[config.mk]
export PLATFORM = sky130hd
export DESIGN_NAME = mm_engine_top
export DESIGN_NICKNAME = d
export VERILOG_FILES = /design/src/hdl/mm_pkg.sv /design/src/hdl/mm_engine_top.sv /design/src/hdl/mm_pe_array.sv /design/src/hdl/mm_scheduler.sv /design/src/hdl/mm_x_buffer.sv
export VERILOG_INCLUDE_DIRS = /design/src /design/src/hdl
export SDC_FILE = /design/constraint.sdc
export NUM_CORES = 2
export LEC_CHECK = 0
export BUFFER_PORTS_ARGS = -buffer_cell sky130_fd_sc_hd__buf_2
export CAP_MARGIN = 20
export CORE_MARGIN = 2
export CORE_UTILIZATION = 60
export CTS_CLUSTER_DIAMETER = 150
export CTS_CLUSTER_SIZE = 28
export DETAILED_ROUTE_END_ITERATION = 10
export GPL_TIMING_DRIVEN = 0
export HOLD_SLACK_MARGIN = 0.08
export PLACE_DENSITY = 0.76
export SLEW_MARGIN = 40
export SYNTH_ARGS = -nofsm -noshare
export SYNTH_HDL_FRONTEND = slang
export SYNTH_SLANG_ARGS = --single-unit
[constraint.sdc]
create_clock -name clk_i -period 9.4 [get_ports clk_i]
set_clock_uncertainty 0.1 [all_clocks]
set_input_delay 0.94 -clock clk_i [delete_from_list [all_inputs] [get_ports clk_i]]
set_output_delay 0.94 -clock clk_i [all_outputs]
set_load 0.1 [all_outputs]
[src/hdl/mm_macros.svh]
// Engine sizing macros
`ifndef MM_MACROS_SVH
`define MM_MACROS_SVH

// Width of one X or coefficient element
`define MM_ELEM_W 8

`define MM_H 2 // Elements per depth slice, PE columns
`define MM_W 4 // Rows held in the buffer, PE rows
`define MM_D 4 // Slices per row

// Total elements in one X row
`define MM_DEPTH (`MM_H * `MM_D)

// Row accumulator, leaves headroom over MM_DEPTH products of 16 bits
`define MM_ACC_W 20

`endif

[src/hdl/mm_pkg.sv]
// Matrix engine types
`include "mm_macros.svh"

package mm_pkg;

  typedef logic [`MM_ELEM_W-1:0] elem_t; // One X or coefficient element
  typedef logic [`MM_ACC_W-1:0]  acc_t;  // One row accumulator

  // Counters include their upper bound
  typedef logic [$clog2(`MM_W+1)-1:0]     row_cnt_t;
  typedef logic [$clog2(`MM_DEPTH+1)-1:0] depth_cnt_t;
  typedef logic [$clog2(`MM_D+1)-1:0]     slot_cnt_t;

  // Tile sequencing
  typedef enum logic [1:0] {
    IDLE,    // Waiting for start
    LOAD,    // Rows streaming into the buffer
    COMPUTE, // One slice per cycle into the array
    FINISH   // Done pulse
  } sched_state_e;

endpackage

[src/hdl/mm_engine_top.sv]
// Matrix-vector engine top
`timescale 1ns/1ps
`include "mm_macros.svh"

module mm_engine_top (
  input  logic                            clk_i,
  input  logic                            rst_ni,
  input  logic                            start_i,
  input  logic                            x_valid_i,
  input  mm_pkg::row_cnt_t                rows_i,
  input  mm_pkg::depth_cnt_t              cols_i,
  input  logic [`MM_DEPTH*`MM_ELEM_W-1:0] x_data_i,
  input  mm_pkg::elem_t [`MM_H-1:0]       coef_i,
  output logic                            busy_o,
  output logic                            done_o,
  output mm_pkg::acc_t [`MM_W-1:0]        z_o
);
  import mm_pkg::*;

  logic                          clear;
  logic                          load;
  logic                          d_shift; // Also the accumulate enable
  logic                          full;
  logic                          empty;
  row_cnt_t                      rows_lftovr;
  depth_cnt_t                    cols_lftovr;
  elem_t [`MM_W-1:0][`MM_H-1:0]  slice;

  mm_scheduler mm_scheduler_inst (
    .clk_i         (clk_i),
    .rst_ni        (rst_ni),
    .start_i       (start_i),
    .x_valid_i     (x_valid_i),
    .full_i        (full),
    .empty_i       (empty),
    .rows_i        (rows_i),
    .cols_i        (cols_i),
    .clear_o       (clear),
    .load_o        (load),
    .d_shift_o     (d_shift),
    .busy_o        (busy_o),
    .done_o        (done_o),
    .rows_lftovr_o (rows_lftovr),
    .cols_lftovr_o (cols_lftovr)
  );

  mm_x_buffer mm_x_buffer_inst (
    .clk_i         (clk_i),
    .rst_ni        (rst_ni),
    .clear_i       (clear),
    .load_i        (load),
    .d_shift_i     (d_shift),
    .rows_lftovr_i (rows_lftovr),
    .cols_lftovr_i (cols_lftovr),
    .x_data_i      (x_data_i),
    .slice_o       (slice),
    .full_o        (full),
    .empty_o       (empty)
  );

  mm_pe_array mm_pe_array_inst (
    .clk_i    (clk_i),
    .rst_ni   (rst_ni),
    .clear_i  (clear),
    .acc_en_i (d_shift),
    .slice_i  (slice),
    .coef_i   (coef_i),
    .z_o      (z_o)
  );

endmodule

[src/hdl/mm_pe_array.sv]
// Multiply-accumulate array
`timescale 1ns/1ps
`include "mm_macros.svh"

module mm_pe_array (
  input  logic                                 clk_i,
  input  logic                                 rst_ni,
  input  logic                                 clear_i,
  input  logic                                 acc_en_i,
  input  mm_pkg::elem_t [`MM_W-1:0][`MM_H-1:0] slice_i,
  input  mm_pkg::elem_t [`MM_H-1:0]            coef_i,
  output mm_pkg::acc_t  [`MM_W-1:0]            z_o
);
  import mm_pkg::*;

  acc_t [`MM_W-1:0][`MM_H-1:0] prod;     // One product per PE
  acc_t [`MM_W-1:0]            row_sum;
  acc_t [`MM_W-1:0]            z_q;

  always_comb begin : pe_mult
    for (int w = 0; w < `MM_W; w++) begin
      for (int h = 0; h < `MM_H; h++) begin
        // Lane h shares one coefficient down the column
        prod[w][h] = acc_t'(slice_i[w][h]) * acc_t'(coef_i[h]);
      end
    end
  end

  // Reduce each row across its lanes
  always_comb begin : row_reduce
    for (int w = 0; w < `MM_W; w++) begin
      row_sum[w] = '0;
      for (int h = 0; h < `MM_H; h++) begin
        row_sum[w] = row_sum[w] + prod[w][h];
      end
    end
  end

  always_ff @(posedge clk_i or negedge rst_ni) begin : accumulate
    if (!rst_ni) begin
      z_q <= '0;
    end else if (clear_i) begin
      z_q <= '0; // New tile
    end else if (acc_en_i) begin
      for (int w = 0; w < `MM_W; w++) begin
        z_q[w] <= z_q[w] + row_sum[w];
      end
    end
  end

  assign z_o = z_q; // Held until the next clear

endmodule

[src/hdl/mm_scheduler.sv]
// Tile scheduler
`timescale 1ns/1ps

module mm_scheduler (
  input  logic               clk_i,
  input  logic               rst_ni,
  input  logic               start_i,
  input  logic               x_valid_i,
  input  logic               full_i,
  input  logic               empty_i,
  input  mm_pkg::row_cnt_t   rows_i,
  input  mm_pkg::depth_cnt_t cols_i,
  output logic               clear_o,
  output logic               load_o,
  output logic               d_shift_o,
  output logic               busy_o,
  output logic               done_o,
  output mm_pkg::row_cnt_t   rows_lftovr_o,
  output mm_pkg::depth_cnt_t cols_lftovr_o
);
  import mm_pkg::*;

  sched_state_e state_q;
  sched_state_e state_d;
  row_cnt_t     rows_q;
  depth_cnt_t   cols_q;
  logic         clear_q;
  logic         start_ok;

  assign start_ok = start_i && (state_q == IDLE); // Start ignored while busy

  always_comb begin : next_state
    state_d = state_q;
    case (state_q)
      IDLE:    if (start_ok) state_d = LOAD;
      LOAD:    if (full_i) state_d = COMPUTE;
      COMPUTE: if (empty_i) state_d = FINISH;
      FINISH:  state_d = IDLE;
      default: state_d = IDLE;
    endcase
  end

  always_ff @(posedge clk_i or negedge rst_ni) begin : state_reg
    if (!rst_ni) begin
      state_q <= IDLE;
      rows_q  <= '0;
      cols_q  <= '0;
      clear_q <= 1'b0;
    end else begin
      state_q <= state_d;
      clear_q <= start_ok;
      if (start_ok) begin
        rows_q <= rows_i; // Held for the whole tile
        cols_q <= cols_i;
      end
    end
  end

  // Strobes past the row limit are dropped
  assign load_o    = (state_q == LOAD) && x_valid_i && !full_i;
  assign d_shift_o = (state_q == COMPUTE) && !empty_i;

  assign clear_o       = clear_q;
  assign busy_o        = (state_q != IDLE);
  assign done_o        = (state_q == FINISH);
  assign rows_lftovr_o = rows_q;
  assign cols_lftovr_o = cols_q;

  // One done per tile
  assert property (@(posedge clk_i) disable iff (!rst_ni) done_o |=> !done_o)
    else $error("scheduler: done held for two cycles");

endmodule

[src/hdl/mm_x_buffer.sv]
// X operand buffer
`timescale 1ns/1ps
`include "mm_macros.svh"

module mm_x_buffer (
  input  logic                                 clk_i,
  input  logic                                 rst_ni,
  input  logic                                 clear_i,
  input  logic                                 load_i,
  input  logic                                 d_shift_i,
  input  mm_pkg::row_cnt_t                     rows_lftovr_i,
  input  mm_pkg::depth_cnt_t                   cols_lftovr_i,
  input  logic [`MM_DEPTH*`MM_ELEM_W-1:0]      x_data_i,
  output mm_pkg::elem_t [`MM_W-1:0][`MM_H-1:0] slice_o,
  output logic                                 full_o,
  output logic                                 empty_o
);
  import mm_pkg::*;

  elem_t [`MM_D-1:0][`MM_W-1:0][`MM_H-1:0] x_q; // Slot 0 faces the array

  row_cnt_t                  w_index;
  row_cnt_t                  w_limit;
  logic [$clog2(`MM_W)-1:0]  wr_row;
  depth_cnt_t                eff_depth;
  depth_cnt_t                depth_rnd;
  slot_cnt_t                 slots;
  slot_cnt_t                 s_cnt;

  // Leftover of zero or out of range means a full tile
  assign w_limit = (rows_lftovr_i == '0 || rows_lftovr_i > row_cnt_t'(`MM_W)) ?
                   row_cnt_t'(`MM_W) : rows_lftovr_i;
  assign eff_depth = (cols_lftovr_i == '0 || cols_lftovr_i > depth_cnt_t'(`MM_DEPTH)) ?
                     depth_cnt_t'(`MM_DEPTH) : cols_lftovr_i;

  // Slices holding valid data, rounded up
  assign depth_rnd = eff_depth + depth_cnt_t'(`MM_H - 1);
  assign slots     = slot_cnt_t'(depth_rnd / depth_cnt_t'(`MM_H));

  // A load in the clear cycle lands in row 0
  assign wr_row = clear_i ? '0 : w_index[$clog2(`MM_W)-1:0];

  always_ff @(posedge clk_i) begin : storage
    if (clear_i) begin
      x_q <= '0;
    end
    if (load_i) begin
      for (int d = 0; d < `MM_D; d++) begin
        for (int h = 0; h < `MM_H; h++) begin
          // Tail past the valid depth is padded with zero
          x_q[d][wr_row][h] <= ((d * `MM_H + h) < int'(eff_depth)) ?
                               x_data_i[(d * `MM_H + h) * `MM_ELEM_W +: `MM_ELEM_W] : '0;
        end
      end
    end else if (d_shift_i) begin
      for (int d = 0; d < `MM_D - 1; d++) begin
        x_q[d] <= x_q[d+1]; // Whole slice moves toward slot 0
      end
      x_q[`MM_D-1] <= '0;
    end
  end

  // Rows loaded so far
  always_ff @(posedge clk_i or negedge rst_ni) begin : row_counter
    if (!rst_ni) begin
      w_index <= '0;
    end else if (clear_i) begin
      w_index <= load_i ? row_cnt_t'(1) : '0;
    end else if (full_o) begin
      w_index <= '0; // Ready for the next tile
    end else if (load_i) begin
      w_index <= w_index + row_cnt_t'(1);
    end
  end

  assign full_o = (w_index == w_limit);

  // Depth shifts so far
  always_ff @(posedge clk_i or negedge rst_ni) begin : shift_counter
    if (!rst_ni) begin
      s_cnt <= '0;
    end else if (clear_i || empty_o) begin
      s_cnt <= '0;
    end else if (d_shift_i) begin
      s_cnt <= s_cnt + slot_cnt_t'(1);
    end
  end

  assign empty_o = (s_cnt == slots);

  assign slice_o = x_q[0];

  // Scheduler keeps the load and compute phases apart
  assert property (@(posedge clk_i) disable iff (!rst_ni) !(load_i && d_shift_i))
    else $error("x buffer: load and depth shift in the same cycle");

  // Loading stops at the row limit
  assert property (@(posedge clk_i) disable iff (!rst_ni) w_index <= row_cnt_t'(`MM_W))
    else $error("x buffer: row index past MM_W");

endmodule

==> Yosys cells after proc, flatten, opt, wreduce, memory -nomap -nowiden <==
Index checks and enable logic that the tools add are counted.
Widths: inputs -> output; s select.
{ "word_totals": {"regBits": 352, "input_bits": 91, "out_inout_bits": 82, "elab_cells": 137} }
{ "classes": {"addsub": 11, "multipliers": 8, "magnitude_cmp": 12, "n_eq_ne": 8, "n_mux": 38, "reduce_logical": 18} }
{ "ops": {"columns": ["op", "count"], "rows": [
  ["$mux 256", 3],
  ["$bwmux 64", 8],
  ["$mux 80", 2],
  ["$mul 8x8->16", 8],
  ["$add 20x20->20", 4],
  ["$mux 8", 9],
  ["$add 16x16->17", 4],
  ["$demux 16 s2", 2],
  ["$mux 3", 6],
  ["$lt 3x4->1 const A", 4],
  ["$mux 16", 1],
  ["$lt 1x4->1 const A", 2],
  ["$lt 2x4->1 const A", 2],
  ["$mux 2", 4],
  ["$pmux 2 s4", 1],
  ["$add 3x1->3 const B", 2],
  ["$eq 3x3->1", 2],
  ["$ne 2x1->1 const B", 3],
  ["$reduce_bool 2->1", 3],
  ["$logic_and 1x1->1", 5],
  ["$add 4x1->4 const B", 1],
  ["$eq 2x2->1 const B", 2],
  ["$gt 4x4->1 const B", 1],
  ["$logic_not 4->1", 1],
  ["other kinds (12)", 15]
]} }

==> Logic depth before layout (Yosys ltp) <==
{ "logic_depth": {"ltp_word": 9, "ltp_mapped": 29} }

==> Cells and area by module <==
A second synthesis with hierarchy kept.
{ "unflattened": {"hier_cells": 4023, "hier_area_um2": 36082.1} }
{ "modules_own_cells": {"columns": ["mod", "instances", "cells_each", "area_per_inst_um2", "seq_area_each_um2"], "rows": [
  ["mm_pe_array", 1, 2610, 23552.6, 2001.9],
  ["mm_x_buffer", 1, 1380, 12056.6, 5275.1],
  ["mm_scheduler", 1, 33, 473.0, 250.2]
]} }

==> Worst setup path after synthesis <==
Ideal clock, no wire load.
{ "synth_path": {"kind": "input -> register", "from": "input port coef_i[1] (netlist bit)", "to": "register mm_pe_array_inst.z_q (netlist bit mm_pe_array_inst.z_o[59])", "t_arrival_ns": 7.581, "t_required_ns": 9.226, "path_slack_ns": 1.646, "stages": 25, "path_cell_list": "clkbuf_1 -> nand2_1 -> fa_1 -> fa_1 -> inv_1 -> fa_1 -> fa_1 -> fa_1 -> inv_1 -> fa_1 -> inv_1 -> ha_1 -> or2_2 -> a21o_1 -> o41a_1 -> a41oi_1 -> a21oi_1 -> mux2i_1 -> or4b_2 -> ha_1 -> nand4_1 -> o31ai_1 -> nand4_1 -> xor2_1 -> nor2_1"} }
{ "synth_via": {"elab_chain_cells": 5} }
{ "synth_lines": {"columns": ["item", "line", "rtl"], "rows": [
  ["start: declaration", "mm_engine_top.sv:13", "input mm_pkg::elem_t [`MM_H-1:0] coef_i,"],
  ["$mul 8x8->16", "mm_pe_array.sv:24", "prod[w][h] = acc_t'(slice_i[w][h]) * acc_t'(coef_i[h]);"],
  ["$add 16x16->17", "mm_pe_array.sv:34", "row_sum[w] = row_sum[w] + prod[w][h];"],
  ["$add 20x20->20", "mm_pe_array.sv:46", "z_q[w] <= z_q[w] + row_sum[w];"],
  ["$mux 80", "mm_pe_array.sv:44", "end else if (acc_en_i) begin"],
  ["$mux 80", "mm_pe_array.sv:42", "end else if (clear_i) begin"],
  ["end signal: indexed assignment", "mm_pe_array.sv:46", null],
  ["end: declaration", "mm_pe_array.sv:18", "acc_t [`MM_W-1:0] z_q;"]
]} }
No other way between the ends. The select of a mux whose other input is x is not followed.
A chain may end at the register's enable or synchronous reset.

==> Final worst setup path <==
{ "layout_path": {"from": "input port coef_i[2] (netlist bit)", "to": "register mm_pe_array_inst.z_q (netlist bit mm_pe_array_inst.z_o[58])"} }
Same word-level chain as after synthesis.

==> impl_metrics.csv <==
group,metric,value,unit
detailed_routing,drcViolationCount,0,
final_layout,seq_area,7530,um^2
clocking,cts_sinks,352,
synth,synth_edf_count,0,
sta,min_period,8910,ps
sta,finalCritPeriodShare,94.7,%
setup_path,crit_top_cell,"fa_1",
final_layout,multi_input_area,27200,um^2
placement,placed_cell_area,40100,um^2
die,rows,92,
placement,dp_hpwl,98.1,mm
synth,synth_nets,5376,
synth,synth_top_family_by_area,"adder cells",
setup_path,crit_buf_inv,5,
synth,syn_avg_cell_area,8.37,um^2
global_routing,antenna_found_initial,4,
pwr,leakage,0.0193,uW
setup_path,setup.worst_path.start_class,"primary input",
synth,synth_cells,4555,
sta,tightest_slew,938,ps
setup_path,crit_type,"in2reg",
final_layout,layout_commonest_cell,"inv_1",
run,cap_violations,0,
final_layout,fill_cells,5520,
global_routing,grt_max_degree,68,
synth,muxShareOfSynthArea,0.460,%
die,dieArea,65600,um^2
clocking,cts_root_buf,"clkbuf_16",
detailed_routing,num_vias,33800,
detailed_routing,wl_per_cell,21.9,um
synth,syn_area,38100,um^2
synth,synth_ff_type,"dfxtp_1",
pwr,cellPowerDensity,356,nW/um^2
detailed_routing,drt_iter0_markers,3413,
synth,ys_async_sr_fraction,27.3,%
detailed_routing,drt-pass1-iter-count,6,
final_layout,layout_common_cells,"inv_1 (607), nand2_1 (481), fa_1 (392)",
synth,yosysUniqueCellTypes,79,
sta,setup-tns-final,0,ps
clocking,clock_latency,570,ps
sta,rsz0062_at_grt,"no",
sta,max_freq,112,MHz
synth,ys_seq_area_share,19.7,%
die,core,63000,um^2
final_layout,drive_gt1_share,6.04,%
detailed_routing,vias_per_cell,6.04,
clocking,hold_buffers,0,
die,initial_core_util,60.5,%
sta,report.final.slew_viol_count,0,
clocking,cts_buffers,16,
setup_path,crit_arrival,9260,ps
setup_path,cp_top_family,"adder cells",
synth,yosysWarnings,0,
die,die_w,256,um
detailed_routing,drtAntennaViolNets,0,
final_layout,synthToLayoutAreaGrowth,6.41,%
synth,synth-xor-area-share,2.27,%
synth,synth-seq-cells,352,
synth,synth_compound_area_share,15.3,%
global_routing,globalRouteTotalUtil,37.1,%
final_layout,fin_area,40600,um^2
synth,synthAdderAreaFrac,31.7,%
final_layout,finalNetCount,5567,
pwr,peakVddDrop,0.000442,V
sta,finalSetupViolCount,0,
global_routing,grt_overflow_total,0,
global_routing,grt_pass1_vias,32900,
setup_path,required,9750,ps
hold_path,hold_path_class,"in2async",
sta,relSlewSlack,36.8,%
clocking,cts_max_path_buffers,3,
clocking,path_clk_slew,120,ps
clocking,post_cts_buffers,0,
die,die-height,256,um
placement,gp_congestion,0.967,
clocking,h-tree-depth,1,
synth,synth-simple-area-share,21.5,%
clocking,post_cts_resized,0,
detailed_routing,wl,123,mm
clocking,cts_tree,"yes",
setup_path,critPathMaxFanout,10,
setup_path,cp_slowest_cell,"or4b_2",
setup_path,max_stage_delay,790,ps
placement,port_buffers,172,
global_routing,grt_pass1_wl,189,mm
die,pin_count,173,
setup_path,end_kind,"flop",
outcome,status,"finished, final reports clean",
sta,hold_viol,0,
[area by class of cell]
cell class              count  area share [%]
multi-input cells        3305            67.0
flip-flops and latches    352            18.6
inverters                 608            5.63
plain buffers             290            2.88
well taps                 846            2.61
repair buffers            173            2.21
clock buffers              20            1.02
clock inverters             2          0.0802
diodes                      1         0.00617
[layer usage]
layer / share of wire [%] / track usage [%]
met4: 8.0 / 23.9
met2: 46 / 61.1
met3: 7.7 / 4.20
met5: 0 / 0
met1: 38 / 46.5
[cell families (layout without fill, tap and decap cells)]
kind of cell,after synthesis,in the layout
flip-flops,352,352
AND/OR/NAND/NOR,1474,1474
buffers and inverters,898,1093
adder cells (fa/ha/maj),730,730
XOR/XNOR,99,99
other,0,1
multiplexers,16,16
AO/OA/AOI/OAI,986,986
[report_power, final]
group,total (uW),internal [uW],switching [uW]
sequential,2200,1860,345
clock,855,324,531
combinational,11400,4110,7260
[through the flow]
step                      instances  setup WS (ps)  util (%)  total power, uW  hold slack (ps)
after floorplan                4555           1650         -            10500              343
after global placement         5573           -159      63.6            13200              357
after detailed placement       5574          -35.6      63.7            13400              358
after CTS                      5596            553      64.4            14200              124
after global routing           5596            276      64.4            15600              132
final                          5597            495      64.4            14400              116
[worst paths after layout]
check	to	cells past startpoint	slack, ps	from
setup reg to reg	mm_pe_array_inst.z_o[58]$_DFFE_PN0P_	24	870	mm_x_buffer_inst.slice_o[38]$_DFF_P_
hold reg to reg	mm_x_buffer_inst.x_q[220]$_DFF_P_	1	390	mm_x_buffer_inst.x_q[220]$_DFF_P_
max in group asynchronous	mm_pe_array_inst.z_o[42]$_DFFE_PN0P_	2	8430	rst_ni
min in group clk_i	mm_x_buffer_inst.x_q[220]$_DFF_P_	1	390	mm_x_buffer_inst.x_q[220]$_DFF_P_
setup / recovery	mm_pe_array_inst.z_o[58]$_DFFE_PN0P_	25	500	coef_i[2]
hold / removal	mm_x_buffer_inst.s_cnt[1]$_DFFE_PN0P_	1	120	rst_ni
[cells in the mapped netlist (69+ instances only)]
cell type	instances	area [um^2]
xnor2_1	69	604
dfrtp_1	96	2400
ha_1	338	4230
nor3b_1	192	1440
a21oi_1	325	1630
clkbuf_1	232	871
fa_1	392	7850
o21ai_0	294	1470
nand3b_1	172	1290
a22o_1	89	780
and2_1	358	2240
o21ai_1	102	510
nand2_1	481	1810
inv_1	607	2280
dfxtp_1	256	5120
nor2_1	110	413
[state kept, by name, summed over array words and instances, names as in the netlist]
name,cells
mm_scheduler_inst.state_q,2
mm_scheduler_inst.cols_lftovr_o,4
mm_x_buffer_inst.s_cnt,3
mm_x_buffer_inst.x_q,192
mm_x_buffer_inst.w_index,3
mm_scheduler_inst.clear_o,1
mm_x_buffer_inst.slice_o,64
mm_pe_array_inst.z_o,80
mm_scheduler_inst.rows_lftovr_o,3
Note: power is estimated with default switching activity, not from simulation.
